**src/psram_pkg.sv**
```systemverilog
`default_nettype none

package psram_pkg;

    // Host control byte, request direction
    localparam int ctrl_we_bit = 1;

    // Lowest bit of the 3-bit burst code field
    localparam int ctrl_burst_lsb = 2;

    // Host control byte, response direction
    localparam int ctrl_wait_bit = 0;

    // Burst length codes, anything above burst_8 runs a single word
    typedef enum logic [2:0] {
        burst_1 = 3'd0,
        burst_2 = 3'd1,
        burst_4 = 3'd2,
        burst_8 = 3'd3
    } burst_code_t;

    // Controller states
    typedef enum logic [2:0] {
        idle,
        read_wait,
        read_data,
        write_wait,
        write_data,
        finish
    } seq_state_t;

endpackage

`default_nettype wire
```
**src/psram_request_latch.sv**
```systemverilog
`timescale 1ns/10ps
`default_nettype none

module psram_request_latch #(
    parameter int a_width   = 24,
    parameter int bus_width = 32,
    parameter int bus_ctrl  = 8
) (
    input  wire                  clk50MHz,
    input  wire                  arst_n,
    input  wire                  bus_ack,
    input  wire                  idle,
    input  wire  [bus_ctrl-1:0]  bus_ctrl_in,
    input  wire  [bus_width-1:0] bus_data_in,
    output logic                 accept,
    output logic                 write,
    output logic [3:0]           burst_beats,
    output logic [a_width-1:0]   maddr
);

    psram_pkg::burst_code_t burst_code;
    logic [3:0]             beats_dec;
    logic [a_width-1:0]     maddr_q;

    // Request is only taken while the sequencer sits in idle
    assign accept = bus_ack & idle;

    // Burst code to number of words
    always_comb begin
        burst_code = psram_pkg::burst_code_t'(
            bus_ctrl_in[psram_pkg::ctrl_burst_lsb +: $bits(psram_pkg::burst_code_t)]);
        case (burst_code)
            psram_pkg::burst_1: beats_dec = 4'd1;
            psram_pkg::burst_2: beats_dec = 4'd2;
            psram_pkg::burst_4: beats_dec = 4'd4;
            psram_pkg::burst_8: beats_dec = 4'd8;
            default:            beats_dec = 4'd1;
        endcase
    end

    always_ff @(posedge clk50MHz or negedge arst_n) begin
        if (!arst_n) begin
            write       <= 1'b0;
            burst_beats <= 4'd1;
        end else if (accept) begin
            write       <= bus_ctrl_in[psram_pkg::ctrl_we_bit];
            burst_beats <= beats_dec;
        end
    end

    // Start address only, the device counts through the burst itself
    always_ff @(posedge clk50MHz) begin
        if (accept) begin
            maddr_q <= bus_data_in[a_width-1:0];
        end
    end

    // Device latches the address while address valid is low
    assign maddr = accept ? bus_data_in[a_width-1:0] : maddr_q;

endmodule

`default_nettype wire

```
**config.mk**
```make
export PLATFORM = sky130hd
export DESIGN_NAME = psram_request_latch
export DESIGN_NICKNAME = d
export VERILOG_FILES = /design/src/psram_pkg.sv /design/src/psram_request_latch.sv
export SDC_FILE = /design/constraint.sdc
export NUM_CORES = 1
export LEC_CHECK = 0
export BUFFER_PORTS_ARGS = -buffer_cell sky130_fd_sc_hd__buf_2
export CORE_UTILIZATION = 40
export CTS_CLUSTER_SIZE = 40
export DETAILED_ROUTE_END_ITERATION = 6
export PLACE_DENSITY = 0.73
export SYNTH_ARGS = -nofsm -noshare
export SYNTH_HDL_FRONTEND = slang
export SYNTH_SLANG_ARGS = --single-unit
```
**constraint.sdc**
```tcl
create_clock -name clk50MHz -period 1.01 [get_ports clk50MHz]
set_input_delay 0.0505 -clock clk50MHz [delete_from_list [all_inputs] [get_ports clk50MHz]]
set_output_delay 0.0505 -clock clk50MHz [all_outputs]
set_load 0.1 [all_outputs]
```
==> results.yml <==
pwr:
  comb_power_share_pct: 54.7
  power_density_mw_per_mm2: 2250
  internal_power_mw: 2.65
  design_power_total_mw: 4.63
  p_seq_share_pct: 30.2
  vdd_ir_drop_max_uv: 2170
  p_sw_share_pct: 42.7
  power_frac_clock_pct: 15.1
  p_leak_nw: 1.02
  p_switching_mw: 1.98
floorplan:
  die_w_um: 54.3
  core_area_mm2: 0.00252
  die_y_um: 54.3
  die_area_mm2: 0.00295
  initial_core_util_pct: 43.5
  fp-row-count: 18
  io_pins: 74
sta:
  finalMaxSlewViolations: 0
  timing.final.ws_setup_ns: -0.167
  tightest_slew_ns: 0.136
  max_freq_mhz: 850
  timing_hold_violations_final: 7
  rsz0062_at_grt: "yes"
  min_period_ns: 1.18
  clock_skew_ns: 0
  period_share_pct: 117
  setup_viol: 25
  relSlewSlack_pct: 90.9
  finalSetupTns_ns: -2.64
  hold_ws_ns: -0.0130
final_layout:
  n_antenna_cell: 0
  nets: 189
  area_delta_synth_final_pct: 87.8
  n_fill_cell: 140
  final_cell_mix: "buf_12, buf_2, mux2_4"
  final_common_cell: "buf_12"
  design_area_mm2: 0.00206
  drive_gt1_share_pct: 75.3
routing:
  drt_pass1_iterations: 2
  via_count: 789
  drtIter0Drc: 1
  ant_nets: 0
  wl_um: 2390
  post_drt_wl_per_cell_um: 13.6
  drt-vias-per-instance: 4.48
  drcViolationCount: 0
critical_path:
  crit_path_end_kind: "output pin"
  required_ns: 0.96
  reg2reg_from: "burst_beats[0]"
  r2r-end: "burst_beats[0]"
  r2r_setup_slack_ns: 0.19
  critPathKind: "reg -> out"
  start_kind: "flop"
  critPathBufInv: 1
  cp_cell_sequence: "buf_12"
  critical_path.max_fanout: 2
  rr_worst_depth: 1
  slowest_stage: "dfstp_4"
  worst_path_largest_cell_delay_ns: 0.64
  crit_family: "flip-flops"
  crit_arrival_ns: 1.13
worst_hold_path:
  hold_end: "maddr_q[1]"
  holdCritStartpoint: "bus_data_in[1]"
  hold_path_depth: 2
  hold_path.class: "in -> reg"
yosys:
  synth_cells: 67
  synth_area_per_cell_um2: 16.4
  seq_area_frac_synth_pct: 55.4
  ys_ff_latch: 29
  synthesis.area_mm2: 0.00110
  synth_nets: 111
  yosysUniqueCellTypes: 10
  yosysWarnings: 0
clock_network:
  cts_tree: "built"
  cts_num_sinks: 29
  hold_buffers: 4
  cts-htree-levels: 2
  clock_latency_ns: 0.32
  cts_buffers: 5
  clk_pin_slew_ns: 0.09
  clk_path_buf_depth: 2
  cts.root.buffer_cell: "clkbuf_4"
global_route:
  first_global_vias: 881
  antenna_found_initial: 0
  grt_max_degree: 16
  met2_usage_pct: 33.5
  busiest_layer: "met2"
  grt_use_met1_pct: 19.1
  grt-ovfl-total: 0
  track_usage_pct: 19.2
  grt_util_met3_pct: 7.78
  grt_pass1_wl_um: 3820
run_status:
  status: "complete, but fails checks"
  violations: "negative hold slack, negative setup slack"
placement:
  dp_slack_ns: -0.00964
  routabilityCongestion: 0.667
  place_area_mm2: 0.00193
  port_buffers: 61
run:
  cap_violations: 0
state kept, by name, summed over array words and instances (netlist names):
| register | flops |
|---|---|
| maddr_q | 24 |
| burst_beats | 4 |
| write | 1 |
synth_stat cells:
| cell type | instances | area [um^2] |
|---|---|---|
| o21bai_1 | 1 | 7.51 |
| buf_6 | 3 | 33.8 |
| dfrtp_1 | 4 | 100 |
| o2bb2ai_1 | 3 | 26.3 |
| mux2_4 | 26 | 390 |
| inv_1 | 2 | 7.51 |
| dfxtp_1 | 24 | 480 |
| nand4b_1 | 2 | 17.5 |
| nand2_2 | 1 | 6.26 |
| dfstp_2 | 1 | 26.3 |
per-layer routing:
metal	up-vias	routed length [um]
met5	-	0
met4	0	78
met3	7	190
met2	38	1230
met1	355	895
li1	389	-
stage by stage:
stage / std cells / utilization, %
after floorplan: 67 / -
after global placement: 160 / 76.4
after detailed placement: 160 / 76.4
after CTS: 174 / 80.9
after global routing: 176 / 81.6
final: 176 / 81.6
power by group through the flow:
stage	clock, mW	sequential (mW)	combinational [mW]
finish	0.700	1.40	2.53
global route	0.786	1.42	2.60
CTS	0.737	1.40	2.53
detailed placement	0	1.42	2.49
global placement	0	1.41	2.46
floorplan	0	1.55	1.46
cell families (layout without fill, tap and decap cells):
family                 count (synthesis)  after routing  share of synthesized area, %
and+or+nand+nor                        3              3                          2.17
DFF                                   29             29                          55.4
buffers and inverters                  5             84                          3.77
AOI/OAI and AO/OA                      4              4                          3.08
muxes                                 26             26                          35.6
what timing repair did:
| item | 4_1_cts | 5_1_grt |
|---|---|---|
| endpoints found under the hold margin | 29 | 18 |
| gates cloned | 0 | 0 |
| setup endpoints to repair | 25 | 28 |
| buffers inserted | 2 | 2 |
| gates resized for setup | 0 | 2 |
worst max-delay path by stage:
stage,from,end,slack (ns),cells after the start
finish,burst_beats[0],burst_beats[0],-0.17,1
global route,burst_beats[0],burst_beats[0],-0.21,1
detailed placement,bus_ack,maddr[4],-0.01,5
CTS,burst_beats[0],burst_beats[0],-0.19,1
floorplan,write,write,-0.02,1
global placement,bus_ack,maddr[3],0.006,5
final cells by class:
type / instances / area (um^2) / area share, %
inverters: 2 / 7.51 / 0.365
well taps: 30 / 37.5 / 1.82
multi-input cells: 33 / 448 / 21.8
clock buffers: 8 / 58.8 / 2.86
flip-flops and latches: 29 / 618 / 30.0
repair buffers: 74 / 888 / 43.2
Note: power is estimated with default switching activity, not from simulation.
