File: src/psram_pkg.sv
`default_nettype none

package psram_pkg;

    // Host control byte, request direction
    localparam int ctrl_we_bit = 1;

    // Lowest bit of the 3-bit burst code field
    localparam int ctrl_burst_lsb = 2;

    // Host control byte, response direction
    localparam int ctrl_wait_bit = 0;

    // Burst length codes, anything above burst_8 runs a single word
    typedef enum logic [2:0] {
        burst_1 = 3'd0,
        burst_2 = 3'd1,
        burst_4 = 3'd2,
        burst_8 = 3'd3
    } burst_code_t;

    // Controller states
    typedef enum logic [2:0] {
        idle,
        read_wait,
        read_data,
        write_wait,
        write_data,
        finish
    } seq_state_t;

endpackage

`default_nettype wire
File: src/psram_burst_sequencer.sv
`timescale 1ns/10ps
`default_nettype none

module psram_burst_sequencer #(
    parameter int rw_latency = 3
) (
    input  wire        clk50MHz,
    input  wire        arst_n,
    input  wire        bus_ack,
    input  wire        accept,
    input  wire        write,
    input  wire        write_req,
    input  wire  [3:0] burst_beats,
    output logic       idle,
    output logic       wait_flag,
    output logic       beat,
    output logic       mce_n,
    output logic       madv_n,
    output logic       mwe_n,
    output logic       oe_n,
    output logic       mclk_en
);

    localparam int lat_w = (rw_latency > 1) ? $clog2(rw_latency) : 1;
    localparam logic [lat_w-1:0] lat_last = lat_w'(rw_latency - 1);

    psram_pkg::seq_state_t state;
    psram_pkg::seq_state_t state_next;

    logic [lat_w-1:0] lat_cnt;
    logic [3:0]       beat_cnt;
    logic             lat_done;
    logic             burst_done;
    logic             in_wait;
    logic             in_data;

    assign in_wait = (state == psram_pkg::read_wait) || (state == psram_pkg::write_wait);
    assign in_data = (state == psram_pkg::read_data) || (state == psram_pkg::write_data);

    assign lat_done   = (lat_cnt == lat_last);
    assign burst_done = (beat_cnt == burst_beats - 4'd1);

    always_ff @(posedge clk50MHz or negedge arst_n) begin
        if (!arst_n) begin
            state <= psram_pkg::idle;
        end else begin
            state <= state_next;
        end
    end

    // Latency counter, runs only through the wait states
    always_ff @(posedge clk50MHz or negedge arst_n) begin
        if (!arst_n) begin
            lat_cnt <= '0;
        end else if (in_wait) begin
            lat_cnt <= lat_cnt + 1'b1;
        end else begin
            lat_cnt <= '0;
        end
    end

    // Beat counter, runs only through the data states
    always_ff @(posedge clk50MHz or negedge arst_n) begin
        if (!arst_n) begin
            beat_cnt <= 4'd0;
        end else if (in_data) begin
            beat_cnt <= beat_cnt + 4'd1;
        end else begin
            beat_cnt <= 4'd0;
        end
    end

    always_comb begin
        state_next = state;
        case (state)
            psram_pkg::idle: begin
                // Direction from the control byte as it is on the bus now
                if (accept) begin
                    if (write_req) begin
                        state_next = psram_pkg::write_wait;
                    end else begin
                        state_next = psram_pkg::read_wait;
                    end
                end
            end
            psram_pkg::read_wait,
            psram_pkg::write_wait: begin
                // Latched flag is valid from here on
                if (lat_done) begin
                    if (write) begin
                        state_next = psram_pkg::write_data;
                    end else begin
                        state_next = psram_pkg::read_data;
                    end
                end
            end
            psram_pkg::read_data,
            psram_pkg::write_data: begin
                if (burst_done) begin
                    state_next = psram_pkg::finish;
                end
            end
            psram_pkg::finish: begin
                // Host must drop its acknowledge before another request
                if (!bus_ack) begin
                    state_next = psram_pkg::idle;
                end
            end
            default: begin
                state_next = psram_pkg::idle;
            end
        endcase
    end

    always_comb begin
        idle      = (state == psram_pkg::idle);
        wait_flag = in_wait;
        beat      = in_data;
        oe_n      = (state != psram_pkg::read_data);

        // Address phase in the accept cycle
        madv_n = !(idle && accept);
        mwe_n  = !(idle && accept && write_req);

        if (idle) begin
            mce_n = !accept;
        end else begin
            mce_n = (state == psram_pkg::finish);
        end

        // Looks one cycle ahead, the pin driver samples it on the falling edge
        mclk_en = (state_next != psram_pkg::idle);
    end

endmodule

`default_nettype wire

File: config.mk
export PLATFORM = sky130hd
export DESIGN_NAME = psram_burst_sequencer
export DESIGN_NICKNAME = d
export VERILOG_FILES = /design/src/psram_pkg.sv /design/src/psram_burst_sequencer.sv
export SDC_FILE = /design/constraint.sdc
export NUM_CORES = 1
export LEC_CHECK = 0
export BUFFER_PORTS_ARGS = -buffer_cell sky130_fd_sc_hd__buf_2
export CAP_MARGIN = 20
export CORE_MARGIN = 3
export CORE_UTILIZATION = 45
export CTS_BUF_LIST = sky130_fd_sc_hd__clkbuf_8
export DETAILED_ROUTE_END_ITERATION = 12
export GPL_TIMING_DRIVEN = 0
export PLACE_DENSITY = 0.74
export SYNTH_ARGS = -nofsm -noshare
export SYNTH_HDL_FRONTEND = slang
export SYNTH_SLANG_ARGS = --single-unit
File: constraint.sdc
create_clock -name clk50MHz -period 1.9 [get_ports clk50MHz]
set_input_delay 0.285 -clock clk50MHz [delete_from_list [all_inputs] [get_ports clk50MHz]]
set_output_delay 0.285 -clock clk50MHz [all_outputs]
set_load 0.03 [all_outputs]
==> flow_summary.json <==
{
  "status": "finished with violations",
  "violations": "negative setup slack",
  "final_cell_mix": "buf_2 (14), nor2_1 (8), dfrtp_1 (7), buf_4 (7), inv_1 (6)",
  "synth_edf_count": 0,
  "slew_viol_final": 0,
  "powerDensity_nw_per_um2": 1670,
  "cts.path.max_buffers": 2,
  "synth_compound_area_share_pct": 13.7,
  "cp_num_buf_inv": 2,
  "antenna_found_initial": 0,
  "clock-sinks": 9,
  "hold_class": "reg -> reg",
  "crit_path_cell_trace": "buf_6 -> or4b_4 -> o311ai_4 -> a31oi_4 -> o2111ai_2 -> buf_6",
  "synth_top_family_by_area": "simple AND/OR/NAND/NOR gates",
  "synth_flop_cell": "dfrtp_1",
  "synth_top_area_share_pct": 36.3,
  "via_count": 535,
  "endpoint_kind": "primary output",
  "timing.fmax_ghz": 0.519,
  "die_area_sq_um": 1860,
  "r2r_cells": 5,
  "synth_xor_area_share_pct": 13.7,
  "start_util_pct": 51.7,
  "grt_pass1_vias": 553,
  "hold_depth": 1,
  "yosys.area_share.simple_pct": 22.0,
  "grt_pass1_wl_um": 2320,
  "fin_crit_sh_pct": 101,
  "post-route-min-period_ns": 1.93,
  "setup_viol": 1,
  "path_max_fanout": 4,
  "fp.dieW_um": 43.1,
  "start_kind": "flip-flop",
  "maxCapViolCount": 0,
  "irDropWorstVdd_mv": 1.15,
  "htreeDepth": 1,
  "syn_nets": 77,
  "final_common_cell": "buf_2",
  "grt_usage_pct": 17.2,
  "numCtsBuffers": 3,
  "area_growth_pct": 44.2,
  "crit_cells": 6,
  "fp-row-count": 12,
  "via_per_inst": 5.05,
  "clkTransAtPathRegs_ns": 0.04,
  "cp.arrival_ns": 1.64,
  "cts_tree": "done",
  "core_sq_um": 1200,
  "worst_slack_ns": -0.0268,
  "synth_cells": 64,
  "avgRoutedWirePerCell_um": 13.9,
  "dp_hpwl_um": 957,
  "synthAdderAreaFrac_pct": 6.05,
  "crit_required_ns": 1.62,
  "timing.setup.tns_ns": -0.0268,
  "final_core_util_pct": 74.5,
  "die-height_um": 43.1,
  "drc": 0,
  "synthArstFlopShare_pct": 100,
  "synth_area_leaders": "dfrtp_1 (36%), ha_1 (6.0%), xnor2_1 (5.6%)",
  "ios": 18,
  "dr.pass1.iters": 2,
  "path_delay_family": "simple AND/OR/NAND/NOR gates",
  "wl_um": 1470,
  "drive_gt1_share_pct": 46.7,
  "clkLatencyLatePin_ns": 0.23,
  "synth_largest_area_cell": "dfrtp_1",
  "crit_path_frequent_cell": "buf_6",
  "avgSynthCellArea_sq_um": 9.70,
  "clockRootBuffer": "clkbuf_8",
  "max_slew_margin_pct": 80.0,
  "port_buffers": 17,
  "hold_viol_final": 0,
  "rsz0062_at_grt": "true",
  "place.gp.congestion": 0.732,
  "synthMuxAreaShare_pct": 0,
  "ys_seq_area_share_pct": 36.3,
  "drt-initial-drc-count": 6,
  "critPathKind": "reg -> out",
  "p_leak_nw": 0.451,
  "antenna_cells": 0,
  "ys_seq_elements": 9,
  "final.setup_skew_ns": 0.00431,
  "max_stage_delay_ns": 0.50,
  "ys_warn_count": 0,
  "ant_nets": 0,
  "slowest_stage": "or4b_4",
  "layout.nets": 106,
  "netlist_area_sq_um": 621,
  "worstMarginPinSlew_ns": 0.298,
  "synth.distinct_cells": 25,
  "grt_overflow": 0,
  "grt_max_degree": 10
}
-- layer usage --
metal / global-route usage (%) / vias to the layer above / share of wire, %
li1: - / 269 / -
met1: 18.8 / 248 / 42
met2: 26.8 / 11 / 50
met3: 6.36 / 7 / 5.1
met4: 12.0 / 0 / 2.8
met5: 0 / - / 0
-- synthesized netlist by cell type (2+ instances only) --
cell,instances
xor2_1,3
buf_2,2
nand3_1,2
ha_1,3
dfrtp_1,9
inv_1,8
xnor2_1,4
a21oi_1,3
nand4b_1,2
nand2_1,4
nor2_1,8
nor3_1,3
-- timing repair --
item	in CTS	in global routing
setup buffers	6	2
hold buffers	1	0
resized for setup	16	3
pin swaps	6	4
endpoints found under the hold margin	9	0
setup endpoints to repair	1	1
-- final timing paths --
path,startpoint,end,slack (ns)
min in group asynchronous,arst_n,state[2],0.44
hold reg to reg,lat_cnt[0],lat_cnt[0],0.42
setup / recovery,state[2],mclk_en,-0.03
max in group asynchronous,arst_n,state[0],1.27
setup reg to reg,state[2],state[0],0.59
hold / removal,lat_cnt[0],lat_cnt[0],0.42
-- state kept, by name (all words and copies together) (netlist names) --
name and flops:
beat_cnt 4, lat_cnt 2, state 3
-- report_power, final --
part,internal [mW],switching (mW)
logic,0.410,0.565
registers,0.256,0.0507
clock network,0.140,0.0725
-- cell type report --
type	instances	area, sq um
multi-input cells	44	380
fillers	84	307
flip-flops and latches	9	228
repair buffers	26	178
clock buffers	3	41.3
inverters	8	35.0
well taps	14	17.5
plain buffers	1	11.3
clock inverters	1	3.75
-- stage by stage --
step	hold WS, ns	setup WS (ns)	std cells	instance area [sq um]	total power [mW]
floorplan	-0.0106	0.136	64	621	0.905
global placement	0.141	-0.0303	95	723	1.07
detailed placement	0.143	-0.0801	95	723	1.09
CTS	0.425	-0.0737	104	868	1.44
global route	0.466	-0.0939	106	895	1.59
finish	0.420	-0.0268	106	895	1.49
-- kinds of logic (layout without fill, tap and decap cells) --
family	Yosys count	after routing
buffers and inverters	11	39
AND/OR/NAND/NOR	24	24
adder cells (fa/ha/maj)	3	3
XOR/XNOR	8	8
flip-flops	9	9
AO/OA/AOI/OAI	9	9
Power figures use the tool's default switching activity.
